$ cat src/common/limn_pkg.sv
`default_nettype none

package limn_pkg;

    ////////////////////////////////
    // Widths
    ////////////////////////////////
    typedef logic [31:0] word_t;    // Data word or byte address
    typedef logic [4:0]  reg_idx_t; // General register number
    typedef logic [5:0]  opcode_t;  // Low opcode field inst_lo

    ////////////////////////////////
    // Opcodes
    ////////////////////////////////
    localparam opcode_t op_tnop      = 6'b00_0000; // All-zero word does nothing
    localparam opcode_t op_addi      = 6'b11_1100;
    localparam opcode_t op_subi      = 6'b11_0100;
    localparam opcode_t op_andi      = 6'b01_1100;
    localparam opcode_t op_xori      = 6'b01_0100;
    localparam opcode_t op_ori       = 6'b00_1100;
    localparam opcode_t op_lui       = 6'b00_0100;
    localparam opcode_t op_beq       = 6'b11_1101;
    localparam opcode_t op_bne       = 6'b11_0101;
    localparam opcode_t op_j         = 6'b00_0110;
    localparam opcode_t op_jal       = 6'b00_0111;
    localparam opcode_t op_load_long = 6'b10_1011;
    localparam opcode_t op_store_reg = 6'b10_1010; // Data from opreg2
    localparam opcode_t op_store_imm = 6'b00_1010; // Data from imm5

    // Link register for JAL
    localparam reg_idx_t reg_lr = 5'd31;

    // Execute sequencer
    typedef enum logic [1:0] {
        st_fetch,
        st_execute,
        st_memory,
        st_halted
    } core_state_e;

endpackage

`default_nettype wire

$ cat src/execute/register_file.sv
`timescale 1ns/1ps
`default_nettype none

module register_file (
    input  wire                     clk,
    input  wire                     rst_n,
    input  wire limn_pkg::reg_idx_t rs_idx,
    input  wire limn_pkg::reg_idx_t rt_idx,
    input  wire                     wr_en,
    input  wire limn_pkg::reg_idx_t wr_idx,
    input  wire limn_pkg::word_t    wr_data,
    output limn_pkg::word_t         rs_data,
    output limn_pkg::word_t         rt_data
);
    import limn_pkg::*;

    word_t regs [32];

    always_ff @(posedge clk) begin
        if (!rst_n) begin
            for (int i = 0; i < 32; i++) begin
                regs[i] <= '0;
            end
        end else if (wr_en && (wr_idx != 5'd0)) begin // r0 stays zero
            regs[wr_idx] <= wr_data;
        end
    end

    // Two asynchronous read ports
    assign rs_data = regs[rs_idx];
    assign rt_data = regs[rt_idx];

endmodule

`default_nettype wire

$ cat src/execute/execute_unit.sv
`timescale 1ns/1ps
`default_nettype none

module execute_unit #(
    parameter limn_pkg::word_t reset_vector = 32'hFFFE_0000
) (
    input  wire                  clk,
    input  wire                  rst_n,
    input  wire                  inst_valid,
    input  wire limn_pkg::word_t inst,
    input  wire                  mem_done,
    input  wire limn_pkg::word_t load_data,
    input  wire limn_pkg::word_t rs_data,
    input  wire limn_pkg::word_t rt_data,
    output logic                 fetch_start,
    output limn_pkg::word_t      pc,
    output logic                 mem_start,
    output limn_pkg::word_t      mem_addr,
    output logic                 mem_we,
    output limn_pkg::word_t      mem_wdata,
    output limn_pkg::reg_idx_t   rs_idx,
    output limn_pkg::reg_idx_t   rt_idx,
    output logic                 wr_en,
    output limn_pkg::reg_idx_t   wr_idx,
    output limn_pkg::word_t      wr_data,
    output logic                 halted
);
    import limn_pkg::*;

    core_state_e state;
    logic        boot;         // Kicks the first fetch after reset
    opcode_t     opcode;
    reg_idx_t    opreg1;
    reg_idx_t    opreg2;
    word_t       imm16;
    logic [4:0]  imm5;
    word_t       br_offset;
    word_t       jump_target;
    word_t       pc_plus4;
    word_t       alu_result;
    word_t       next_pc;
    logic        is_alu;
    logic        is_mem;
    logic        is_load;
    logic        known;

    ////////////////////////////////
    // Field decode
    ////////////////////////////////
    assign opcode      = inst[5:0];
    assign opreg1      = inst[10:6];
    assign opreg2      = inst[15:11];
    assign imm16       = {16'h0000, inst[31:16]};  // Zero-extended
    assign imm5        = inst[31:27];
    assign br_offset   = {7'd0, inst[31:9], 2'b00};
    assign jump_target = {pc[31], inst[31:3], 2'b00}; // Top bit of pc survives
    assign pc_plus4    = pc + 32'd4;
    assign is_load     = opcode == op_load_long;

    assign rs_idx = opreg1;
    assign rt_idx = opreg2;

    always_comb begin
        alu_result = rt_data;
        next_pc    = pc_plus4;
        is_alu     = 1'b0;
        is_mem     = 1'b0;
        known      = 1'b1;
        case (opcode)
            op_tnop: begin
                next_pc = pc_plus4;
            end
            op_addi, op_subi, op_andi, op_xori, op_ori, op_lui: begin
                is_alu = 1'b1;
                case (opcode)
                    op_addi: alu_result = rt_data + imm16;
                    op_subi: alu_result = rt_data - imm16;
                    op_andi: alu_result = rt_data & imm16;
                    op_xori: alu_result = rt_data ^ imm16;
                    op_ori:  alu_result = rt_data | imm16;
                    default: alu_result = rt_data | (imm16 << 16); // LUI
                endcase
            end
            op_beq: begin
                if (rs_data == '0) begin
                    next_pc = pc + br_offset;
                end
            end
            op_bne: begin
                if (rs_data != '0) begin
                    next_pc = pc + br_offset;
                end
            end
            op_j, op_jal: begin
                next_pc = jump_target;
            end
            op_load_long, op_store_reg, op_store_imm: begin
                is_mem = 1'b1;
            end
            default: begin
                known = 1'b0;                  // Stops the core
            end
        endcase
    end

    // Memory request, taken by the load/store unit in the execute cycle
    assign mem_start = (state == st_execute) && is_mem;
    assign mem_we    = !is_load;
    assign mem_addr  = (is_load ? rt_data : rs_data) + imm16;
    assign mem_wdata = (opcode == op_store_reg) ? rt_data : {27'd0, imm5};

    // Register write port
    assign wr_en   = ((state == st_execute) && (is_alu || opcode == op_jal)) ||
                     ((state == st_memory) && mem_done && is_load);
    assign wr_idx  = (opcode == op_jal) ? reg_lr : opreg1;
    assign wr_data = (state == st_memory) ? load_data :
                     (opcode == op_jal) ? pc_plus4 : alu_result;

    assign halted = state == st_halted;

    ////////////////////////////////
    // Sequencer
    ////////////////////////////////
    always_ff @(posedge clk) begin
        if (!rst_n) begin
            state       <= st_fetch;
            pc          <= reset_vector;
            boot        <= 1'b1;
            fetch_start <= 1'b0;
        end else begin
            boot        <= 1'b0;
            fetch_start <= boot;
            case (state)
                st_fetch: begin
                    if (inst_valid) begin
                        state <= st_execute;
                    end
                end
                st_execute: begin
                    if (is_mem) begin
                        state <= st_memory;
                        pc    <= pc_plus4;
                    end else if (known) begin
                        state       <= st_fetch;
                        pc          <= next_pc;
                        fetch_start <= 1'b1;
                    end else begin
                        state <= st_halted;   // Held until reset
                    end
                end
                st_memory: begin
                    if (mem_done) begin
                        state       <= st_fetch;
                        fetch_start <= 1'b1;
                    end
                end
                default: begin
                    state <= st_halted;
                end
            endcase
        end
    end

endmodule

`default_nettype wire

$ cat src/verilog/fetch_unit.sv
`timescale 1ns/1ps
`default_nettype none

module fetch_unit (
    input  wire                  clk,
    input  wire                  rst_n,
    input  wire                  fetch_start,
    input  wire limn_pkg::word_t pc,
    input  wire                  fetch_done,
    input  wire limn_pkg::word_t rd_data,
    output logic                 fetch_req,
    output limn_pkg::word_t      fetch_addr,
    output logic                 inst_valid,
    output limn_pkg::word_t      inst
);
    ////////////////////////////////
    // Request control
    ////////////////////////////////
    always_ff @(posedge clk) begin
        if (!rst_n) begin
            fetch_req  <= 1'b0;
            inst_valid <= 1'b0;
        end else begin
            inst_valid <= fetch_done;       // One cycle after the bus answers
            if (fetch_start) begin
                fetch_req <= 1'b1;
            end else if (fetch_done) begin
                fetch_req <= 1'b0;
            end
        end
    end

    // Address and instruction word
    always_ff @(posedge clk) begin
        if (fetch_start) begin
            fetch_addr <= pc;
        end
        if (fetch_done) begin
            inst <= rd_data;                // Held until the next fetch lands
        end
    end

    a_no_overlap: assert property (@(posedge clk) disable iff (!rst_n)
        fetch_start |-> !fetch_req);

endmodule

`default_nettype wire

$ cat src/verilog/load_store_unit.sv
`timescale 1ns/1ps
`default_nettype none

module load_store_unit (
    input  wire                  clk,
    input  wire                  rst_n,
    input  wire                  mem_start,
    input  wire limn_pkg::word_t mem_addr,
    input  wire                  mem_we,
    input  wire limn_pkg::word_t mem_wdata,
    input  wire                  ls_done,
    input  wire limn_pkg::word_t rd_data,
    output logic                 ls_req,
    output limn_pkg::word_t      ls_addr,
    output logic                 ls_we,
    output limn_pkg::word_t      ls_wdata,
    output logic                 mem_done,
    output limn_pkg::word_t      load_data
);
    ////////////////////////////////
    // Transfer control
    ////////////////////////////////
    always_ff @(posedge clk) begin
        if (!rst_n) begin
            ls_req   <= 1'b0;
            ls_we    <= 1'b0;
            mem_done <= 1'b0;
        end else begin
            mem_done <= ls_done;
            if (mem_start) begin
                ls_req <= 1'b1;
                ls_we  <= mem_we;
            end else if (ls_done) begin
                ls_req <= 1'b0;
            end
        end
    end

    // Payload for the single transfer in flight
    always_ff @(posedge clk) begin
        if (mem_start) begin
            ls_addr  <= mem_addr;
            ls_wdata <= mem_wdata;
        end
        if (ls_done) begin
            load_data <= rd_data;     // Don't care after a store
        end
    end

    // Word transfers only
    a_word_aligned: assert property (@(posedge clk) disable iff (!rst_n)
        mem_start |-> (mem_addr[1:0] == 2'b00));

endmodule

`default_nettype wire

$ cat src/verilog/bus_arbiter.sv
`timescale 1ns/1ps
`default_nettype none

module bus_arbiter (
    input  wire                  clk,
    input  wire                  rst_n,
    input  wire                  fetch_req,
    input  wire limn_pkg::word_t fetch_addr,
    input  wire                  ls_req,
    input  wire limn_pkg::word_t ls_addr,
    input  wire                  ls_we,
    input  wire limn_pkg::word_t ls_wdata,
    input  wire limn_pkg::word_t data_in,
    input  wire                  rdy,
    output logic                 fetch_done,
    output logic                 ls_done,
    output limn_pkg::word_t      rd_data,
    output limn_pkg::word_t      addr,
    output limn_pkg::word_t      data_out,
    output logic                 we,
    output logic                 cs
);
    logic grant_fetch;
    logic grant_ls;

    // Grant is taken only while idle and dropped on rdy
    always_ff @(posedge clk) begin
        if (!rst_n) begin
            grant_fetch <= 1'b0;
            grant_ls    <= 1'b0;
        end else if (!grant_fetch && !grant_ls) begin
            grant_ls    <= ls_req;               // Load/store wins a tie
            grant_fetch <= fetch_req && !ls_req;
        end else if (rdy) begin
            grant_fetch <= 1'b0;
            grant_ls    <= 1'b0;
        end
    end

    assign cs         = grant_fetch || grant_ls;
    assign we         = grant_ls && ls_we;
    assign addr       = grant_ls ? ls_addr : fetch_addr;
    assign data_out   = ls_wdata;
    assign rd_data    = data_in;     // Valid only in the rdy cycle
    assign fetch_done = grant_fetch && rdy;
    assign ls_done    = grant_ls && rdy;

    // The granted peer keeps its request open for the whole transfer
    a_grant_owner: assert property (@(posedge clk) disable iff (!rst_n)
        cs |-> (grant_ls ? ls_req : fetch_req));

    // Address must hold for the whole transfer
    a_addr_stable: assert property (@(posedge clk) disable iff (!rst_n)
        (cs && !rdy) |=> $stable(addr));

endmodule

`default_nettype wire

$ cat src/verilog/limn_core.sv
`timescale 1ns/1ps
`default_nettype none

module limn_core #(
    parameter limn_pkg::word_t reset_vector = 32'hFFFE_0000
) (
    input  wire                   clk,
    input  wire                   rst_n,
    output limn_pkg::word_t       addr,
    input  wire limn_pkg::word_t  data_in,
    output limn_pkg::word_t       data_out,
    output logic                  we,
    output logic                  cs,
    input  wire                   rdy,
    output logic                  halted
);
    import limn_pkg::*;

    // Execute to fetch
    logic     fetch_start;
    word_t    pc;
    logic     inst_valid;
    word_t    inst;

    // Execute to load/store
    logic     mem_start;
    word_t    mem_addr;
    logic     mem_we;
    word_t    mem_wdata;
    logic     mem_done;
    word_t    load_data;

    // Register file ports
    reg_idx_t rs_idx;
    reg_idx_t rt_idx;
    word_t    rs_data;
    word_t    rt_data;
    logic     wr_en;
    reg_idx_t wr_idx;
    word_t    wr_data;

    // Peer buses
    logic     fetch_req;
    word_t    fetch_addr;
    logic     fetch_done;
    logic     ls_req;
    word_t    ls_addr;
    logic     ls_we;
    word_t    ls_wdata;
    logic     ls_done;
    word_t    rd_data;

    execute_unit #(
        .reset_vector (reset_vector)
    ) u_execute_unit (
        .clk         (clk),
        .rst_n       (rst_n),
        .inst_valid  (inst_valid),
        .inst        (inst),
        .mem_done    (mem_done),
        .load_data   (load_data),
        .rs_data     (rs_data),
        .rt_data     (rt_data),
        .fetch_start (fetch_start),
        .pc          (pc),
        .mem_start   (mem_start),
        .mem_addr    (mem_addr),
        .mem_we      (mem_we),
        .mem_wdata   (mem_wdata),
        .rs_idx      (rs_idx),
        .rt_idx      (rt_idx),
        .wr_en       (wr_en),
        .wr_idx      (wr_idx),
        .wr_data     (wr_data),
        .halted      (halted)
    );

    register_file u_register_file (
        .clk     (clk),
        .rst_n   (rst_n),
        .rs_idx  (rs_idx),
        .rt_idx  (rt_idx),
        .wr_en   (wr_en),
        .wr_idx  (wr_idx),
        .wr_data (wr_data),
        .rs_data (rs_data),
        .rt_data (rt_data)
    );

    fetch_unit u_fetch_unit (
        .clk         (clk),
        .rst_n       (rst_n),
        .fetch_start (fetch_start),
        .pc          (pc),
        .fetch_done  (fetch_done),
        .rd_data     (rd_data),
        .fetch_req   (fetch_req),
        .fetch_addr  (fetch_addr),
        .inst_valid  (inst_valid),
        .inst        (inst)
    );

    load_store_unit u_load_store_unit (
        .clk       (clk),
        .rst_n     (rst_n),
        .mem_start (mem_start),
        .mem_addr  (mem_addr),
        .mem_we    (mem_we),
        .mem_wdata (mem_wdata),
        .ls_done   (ls_done),
        .rd_data   (rd_data),
        .ls_req    (ls_req),
        .ls_addr   (ls_addr),
        .ls_we     (ls_we),
        .ls_wdata  (ls_wdata),
        .mem_done  (mem_done),
        .load_data (load_data)
    );

    bus_arbiter u_bus_arbiter (
        .clk        (clk),
        .rst_n      (rst_n),
        .fetch_req  (fetch_req),
        .fetch_addr (fetch_addr),
        .ls_req     (ls_req),
        .ls_addr    (ls_addr),
        .ls_we      (ls_we),
        .ls_wdata   (ls_wdata),
        .data_in    (data_in),
        .rdy        (rdy),
        .fetch_done (fetch_done),
        .ls_done    (ls_done),
        .rd_data    (rd_data),
        .addr       (addr),
        .data_out   (data_out),
        .we         (we),
        .cs         (cs)
    );

endmodule

`default_nettype wire

$ cat config.mk
export PLATFORM = sky130hd
export DESIGN_NAME = limn_core
export DESIGN_NICKNAME = d
export VERILOG_FILES = /design/src/common/limn_pkg.sv /design/src/execute/register_file.sv /design/src/execute/execute_unit.sv /design/src/verilog/fetch_unit.sv /design/src/verilog/load_store_unit.sv /design/src/verilog/bus_arbiter.sv /design/src/verilog/limn_core.sv
export SDC_FILE = /design/constraint.sdc
export NUM_CORES = 2
export LEC_CHECK = 0
export CORE_MARGIN = 5
export CORE_UTILIZATION = 50
export CTS_CLUSTER_DIAMETER = 80
export CTS_CLUSTER_SIZE = 20
export DETAILED_ROUTE_END_ITERATION = 12
export DONT_BUFFER_PORTS = 1
export PLACE_DENSITY = 0.68
export SLEW_MARGIN = 20
export SYNTH_ARGS = -nofsm -noshare
export SYNTH_HDL_FRONTEND = slang
export SYNTH_SLANG_ARGS = --single-unit
$ cat constraint.sdc
create_clock -name clk -period 6.4 [get_ports clk]
set_input_delay 1.28 -clock clk [delete_from_list [all_inputs] [get_ports clk]]
set_output_delay 1.28 -clock clk [all_outputs]
set_load 0.01 [all_outputs]
# ---- Yosys cells after proc, flatten, opt, wreduce, memory -nomap -nowiden
# Memories as Yosys holds them, arrays and structs flattened. A register that Yosys moved wholly into a read port is not among the register bits.
# Index checks and enable logic that the tools add are counted.
dict set report word_totals {
  mem_bits_rw 1024
  elab_cells 122
  memories 1
  regBits 203
  in_bits 35
}
# memory words width read_ports rd_clocked_by_memory_dff write_ports line_no
set memory_table {}
lappend memory_table {u_register_file.regs 32 32 2 2 32 register_file.sv:17} ;# word_t regs [32];
dict set report classes {
  eq_ne 19
  add_sub_neg 5
  muxes 41
  reduce_logical 34
  bitwise 4
}
# cell count
set op_table {}
lappend op_table {{32-bit 2-to-1 mux} 10}
lappend op_table {{32-bit one-hot mux with 5 select lines} 1}
lappend op_table {{32-bit one-hot mux with 3 select lines} 1}
lappend op_table {{32-bit by 16-bit adder with 32-bit output} 2}
lappend op_table {{6-bit == test, second input constant} 6}
lappend op_table {{32-bit by 25-bit adder with 32-bit output} 1}
lappend op_table {{32-bit by 3-bit adder with 32-bit output, second input constant} 1}
lappend op_table {{32-bit by 16-bit bitwise AND with 32-bit output} 1}
lappend op_table {{32-bit zero test} 1}
lappend op_table {{32-bit by 16-bit OR with 32-bit output} 1}
lappend op_table {{32-bit OR} 1}
lappend op_table {{32-bit nonzero test} 1}
lappend op_table {{32-bit OR reduction} 1}
lappend op_table {{32-bit by 16-bit subtractor with 32-bit output} 1}
lappend op_table {{32-bit by 16-bit bitwise XOR with 32-bit output} 1}
lappend op_table {{5-bit 2-to-1 mux} 5}
lappend op_table {{6-bit by 3-bit == test with 1-bit output, second input constant} 3}
lappend op_table {{1-bit 2-to-1 mux} 18}
lappend op_table {{14-bit OR reduction} 1}
lappend op_table {{6-bit by 4-bit == test with 1-bit output, second input constant} 2}
lappend op_table {{6-bit by 5-bit == test with 1-bit output, second input constant} 2}
lappend op_table {{1-bit logical AND} 10}
lappend op_table {{2-bit 2-to-1 mux} 4}
lappend op_table {{2-bit nonzero test} 4}
lappend op_table {{15 further kinds} 24}

# ---- Depth between registers and ports, before layout
dict set report logic_depth {
  word_depth 12
  mapped_depth 27
  depth_no_buf 20
}

# ---- Cells and area by module
# From an unflattened synthesis, not the netlist that was laid out.
dict set report unflattened {
  hier_cells 6288
  hier_area_um2 71219.6
}
# module n_inst cells_per_inst seq_area_each_um2 area_each_um2
set modules_own_cells {}
lappend modules_own_cells {register_file 1 4609 30749.5 55715.9}
lappend modules_own_cells {execute_unit 1 1394 680.7 9482.8}
lappend modules_own_cells {load_store_unit 1 104 2942.8 2979.1}
lappend modules_own_cells {fetch_unit 1 69 1961.9 1981.9}
lappend modules_own_cells {bus_arbiter 1 112 40.0 1059.8}

# ---- Least setup slack after synthesis
# No wires, ideal clock.
dict set report synth_path {
  path_kind {reg-to-reg}
  from {register with a tool-made name}
  to {memory u_register_file.regs[10][24] (netlist bit) (data pin)}
  required_time_ns 6.134
  stages_incl_launch_ff 25
  path_buffers 6
  t_arrival_ns 6.211
  setup_ns 0.266
  path_slack_ns -0.077
  period_less_slack_ns 6.477
  path_cell_list {dfxtp_1 -> clkbuf_1 -> buf_4 -> buf_2 -> buf_2 -> buf_2 -> mux4_2 -> mux4_2 -> mux2_2 -> inv_1 -> ha_1 -> inv_1 -> fa_1 -> a21o_1 -> a21oi_1 -> o21ai_0 -> a31o_2 -> a21oi_1 -> o21ai_0 -> a21o_1 -> a21oi_1 -> mux2_2 -> o21ai_1 -> clkbuf_1 -> nor2_1}
}
# item line_no
set synth_rtl {}
lappend synth_rtl {{end, declared} register_file.sv:17}

==> impl_metrics.env <==
export IMPL_slowest_stage="dfxtp_4"
export IMPL_place_hpwl_mm=177
export IMPL_gp_congestion=1.01
export IMPL_io_pins=102
export IMPL_rsz0062_at_grt="false"
export IMPL_drc=0
export IMPL_synthArstFlopShare=0
export IMPL_critPathKind="reg -> reg"
export IMPL_reg2regPathDepth=20
export IMPL_tightest_slew_ns=1.24
export IMPL_final_common_cell="nor2_1"
export IMPL_critPathLaunchType="flip-flop"
export IMPL_drt_first_iter_violations=9612
export IMPL_wl_per_cell_um=37.3
export IMPL_crit_path_max_fanout=16
export IMPL_reg2reg_slack_ns=0.38
export IMPL_peakVddDrop_mv=0.187
export IMPL_grt_met1_usage=0.456
export IMPL_final_util=0.545
export IMPL_worstPathCellList="buf_4 > mux4_2 > mux4_2 > mux2i_2 > inv_1 > fa_1 > a21o_1 > a21oi_1 > o21ai_0 > a31o_2 > a21oi_1 > buf_4 > o21bai_1 > xor2_1 > a2111oi_0 > o22ai_1 > a222oi_1 > buf_4 > bufbuf_16 > nor2_1"
export IMPL_yosys_warnings=0
export IMPL_finalHoldWorstSlack_ns=0.504
export IMPL_synth_cells=5482
export IMPL_synth_area_per_cell_um2=12.6
export IMPL_vias=52700
export IMPL_clk_path_buf_depth=3
export IMPL_ys_types=78
export IMPL_skew_ns=0.0463
export IMPL_setup_viol=0
export IMPL_arrival_ns=6.48
export IMPL_root_buffer="clkbuf_16"
export IMPL_cts_inserted_buffers=81
export IMPL_antenna_found_initial=8
export IMPL_rr_endpoint="u_register_file.regs[12][16]"
export IMPL_p_switching_w=0.00713
export IMPL_met2_usage=0.541
export IMPL_hp_class="reg -> reg"
export IMPL_cp_common_cell="buf_4"
export IMPL_pwr_share_clk=0.266
export IMPL_drv_cap=0
export IMPL_core_area_um2=137000
export IMPL_yosysSeqAreaShare=0.530
export IMPL_critical_path_endpoint_type="flip-flop"
export IMPL_drive_gt1_frac=0.208
export IMPL_grt_ovfl_total=0
export IMPL_final_cell_mix="nor2_1, edfxtp_1, mux4_2, a21oi_1, buf_4"
export IMPL_die_y_um=381
export IMPL_crit_path_max_incr_delay_ns=0.51
export IMPL_crit_path_end="u_register_file.regs[12][16]"
export IMPL_synth_top_cell_area_share=0.515
export IMPL_port_buffers=0
export IMPL_powerDensity_nw_per_um2=281
export IMPL_holdBufCountCts=0
export IMPL_clk_pin_slew_worst_paths_ns=0.09
export IMPL_cp_required_ns=6.86
export IMPL_busiest_layer="met2"
export IMPL_switching_share=0.339
export IMPL_fmax_ghz=0.166
export IMPL_yosys_top_cells_area="edfxtp_1, mux4_2, nor2_1"
export IMPL_ant_nets=0
export IMPL_leakagePower_nw=26.1
export IMPL_routed_wl_mm=270
export IMPL_use_met3=0.125
export IMPL_min_period_ns=6.02
export IMPL_synth_area_um2=68900
export IMPL_rows=136
export IMPL_syn_to_final_growth_pct=8.47
export IMPL_status="finished clean"
export IMPL_yosys_register_bits=1233
export IMPL_p_int_w=0.0139
export IMPL_start_util=0.502
export IMPL_fin_nets=5549
export IMPL_cts_tree="yes"
export IMPL_grt_pass1_vias=50400
export IMPL_grt_pass1_wl_mm=378
export IMPL_cts_sinks=1233
export IMPL_htree_levels=3
export IMPL_avgViaCountPerCell=7.27
export IMPL_grt_usage=0.365
export IMPL_die_w_um=381
export IMPL_slew_violations=0
export IMPL_die_area_um2=145000
export IMPL_dr_pass1_iters=6
export IMPL_slew_headroom=0.171
export IMPL_grt_max_degree=141
export IMPL_finalHoldViolCount=0
export IMPL_combPwrFrac=0.282
export IMPL_yosys_area_top_type="edfxtp_1"
export IMPL_final_period_utilization=0.940
export IMPL_synth_edf_count=1182
export IMPL_pwr_share_seq=0.453
export IMPL_worstSkewPairLatency_ns=0.75
export IMPL_yosys_most_used_dff="edfxtp_1"
[logic make-up (layout without fill, tap and decap cells)]
family                     Yosys count  in the layout  share of synthesized area
other                                1             38                  0.0000544
DFF                               1233           1233                      0.530
muxes                              778            778                      0.213
buffers and inverters              555            491                     0.0339
AOI/OAI and AO/OA                  796            796                     0.0724
adders and majority gates          113            113                     0.0208
xor gates and xnor gates           118            118                     0.0150
and+or+nand+nor                   1888           1888                      0.115
[worst min-delay path by stage]
stage                                  endpoint                    start  cells after the start
global placement         u_fetch_unit.fetch_req   u_fetch_unit.fetch_req                      2
CTS                     u_load_store_unit.ls_we  u_load_store_unit.ls_we                      2
floorplan           u_fetch_unit.fetch_addr[25]    u_execute_unit.pc[25]                      0
detailed placement      u_load_store_unit.ls_we  u_load_store_unit.ls_we                      2
finish                  u_load_store_unit.ls_we  u_load_store_unit.ls_we                      2
global route        u_fetch_unit.fetch_addr[11]    u_execute_unit.pc[11]                      0
[cell type report]
class                   count  area [µm²]
clock buffers              94        2140
multi-input cells        3725       30500
clock inverters            37         414
fillers                 11300       62400
repair buffers            281        2600
flip-flops and latches   1233       36500
inverters                  79         297
diodes                      6        15.0
well taps                1794        2240
[per-stage QoR]
| stage | area (µm²) | cells | setup slack, ns | setup TNS (ns) | total power [W] |
|---|---|---|---|---|---|
| 6_report | 74700 | 7249 | 0.382 | 0 | 0.0210 |
| 5_1_grt | 74700 | 7243 | 0.116 | 0 | 0.0216 |
| 4_1_cts | 74700 | 7243 | 0.493 | 0 | 0.0208 |
| 3_5_place_dp | 72000 | 7103 | -0.463 | -13.47 | 0.0153 |
| 3_3_place_gp | 72000 | 7103 | -0.364 | -11.05 | 0.0153 |
| 2_1_floorplan | 69000 | 5513 | 0.0322 | 0 | 0.0131 |
[power by group through the flow]
stage | logic [W] | registers [W] | clock network [W]
after floorplan | 0.00357 | 0.00952 | 0
after global placement | 0.00561 | 0.00967 | 0
after detailed placement | 0.00565 | 0.00968 | 0
after CTS | 0.00573 | 0.00949 | 0.00559
after global routing | 0.00612 | 0.00954 | 0.00590
final | 0.00592 | 0.00951 | 0.00558
[state kept, by name, indices dropped and copies added, names as in the netlist, named ones only]
register	cells
u_register_file.regs	1024
u_fetch_unit.inst	32
u_load_store_unit.load_data	32
u_load_store_unit.ls_addr	32
u_load_store_unit.ls_wdata	32
u_execute_unit.pc	30
u_fetch_unit.fetch_addr	30
u_execute_unit.state	2
u_bus_arbiter.grant_fetch	1
u_bus_arbiter.grant_ls	1
u_execute_unit.boot	1
u_execute_unit.fetch_start	1
u_fetch_unit.fetch_req	1
u_fetch_unit.inst_valid	1
u_load_store_unit.ls_req	1
u_load_store_unit.ls_we	1
u_load_store_unit.mem_done	1
[Yosys cell counts, drive strengths merged, types with 21 or more instances]
cell type / number
a22oi: 105
xnor2: 75
and3: 21
a211oi: 40
xor2: 43
clkbuf: 304
a21oi: 263
edfxtp: 1182
nor2b: 24
ha: 110
mux2i: 174
nand4: 26
nor4: 23
inv: 79
a21o: 36
mux4: 546
buf: 172
mux2: 58
nand3: 77
nand2: 236
nor3: 159
nor2: 1242
dfxtp: 51
o22ai: 58
o21ai: 152
[repair_timing]
item	in CTS	in global routing
setup endpoints to repair	31	0
setup buffers	8	0
gates resized for setup	3	0
[critical path: cells and delay by family (launching register included)]
family | cells | cell delay [ns]
DFF | 1 | 0.51
AOI/OAI and AO/OA | 9 | 1.99
and+or+nand+nor | 1 | 0.06
buffers and inverters | 5 | 1.25
adders and majority gates | 1 | 0.44
muxes | 3 | 1.29
xor gates and xnor gates | 1 | 0.16
[layer usage]
| layer | share of wire | vias up |
|---|---|---|
| met5 | 0.00012 | - |
| met4 | 0.085 | 4 |
| met3 | 0.15 | 1135 |
| met2 | 0.44 | 4850 |
| met1 | 0.33 | 26000 |
| li1 | - | 20700 |
Note: power is estimated with default switching activity, not from simulation.
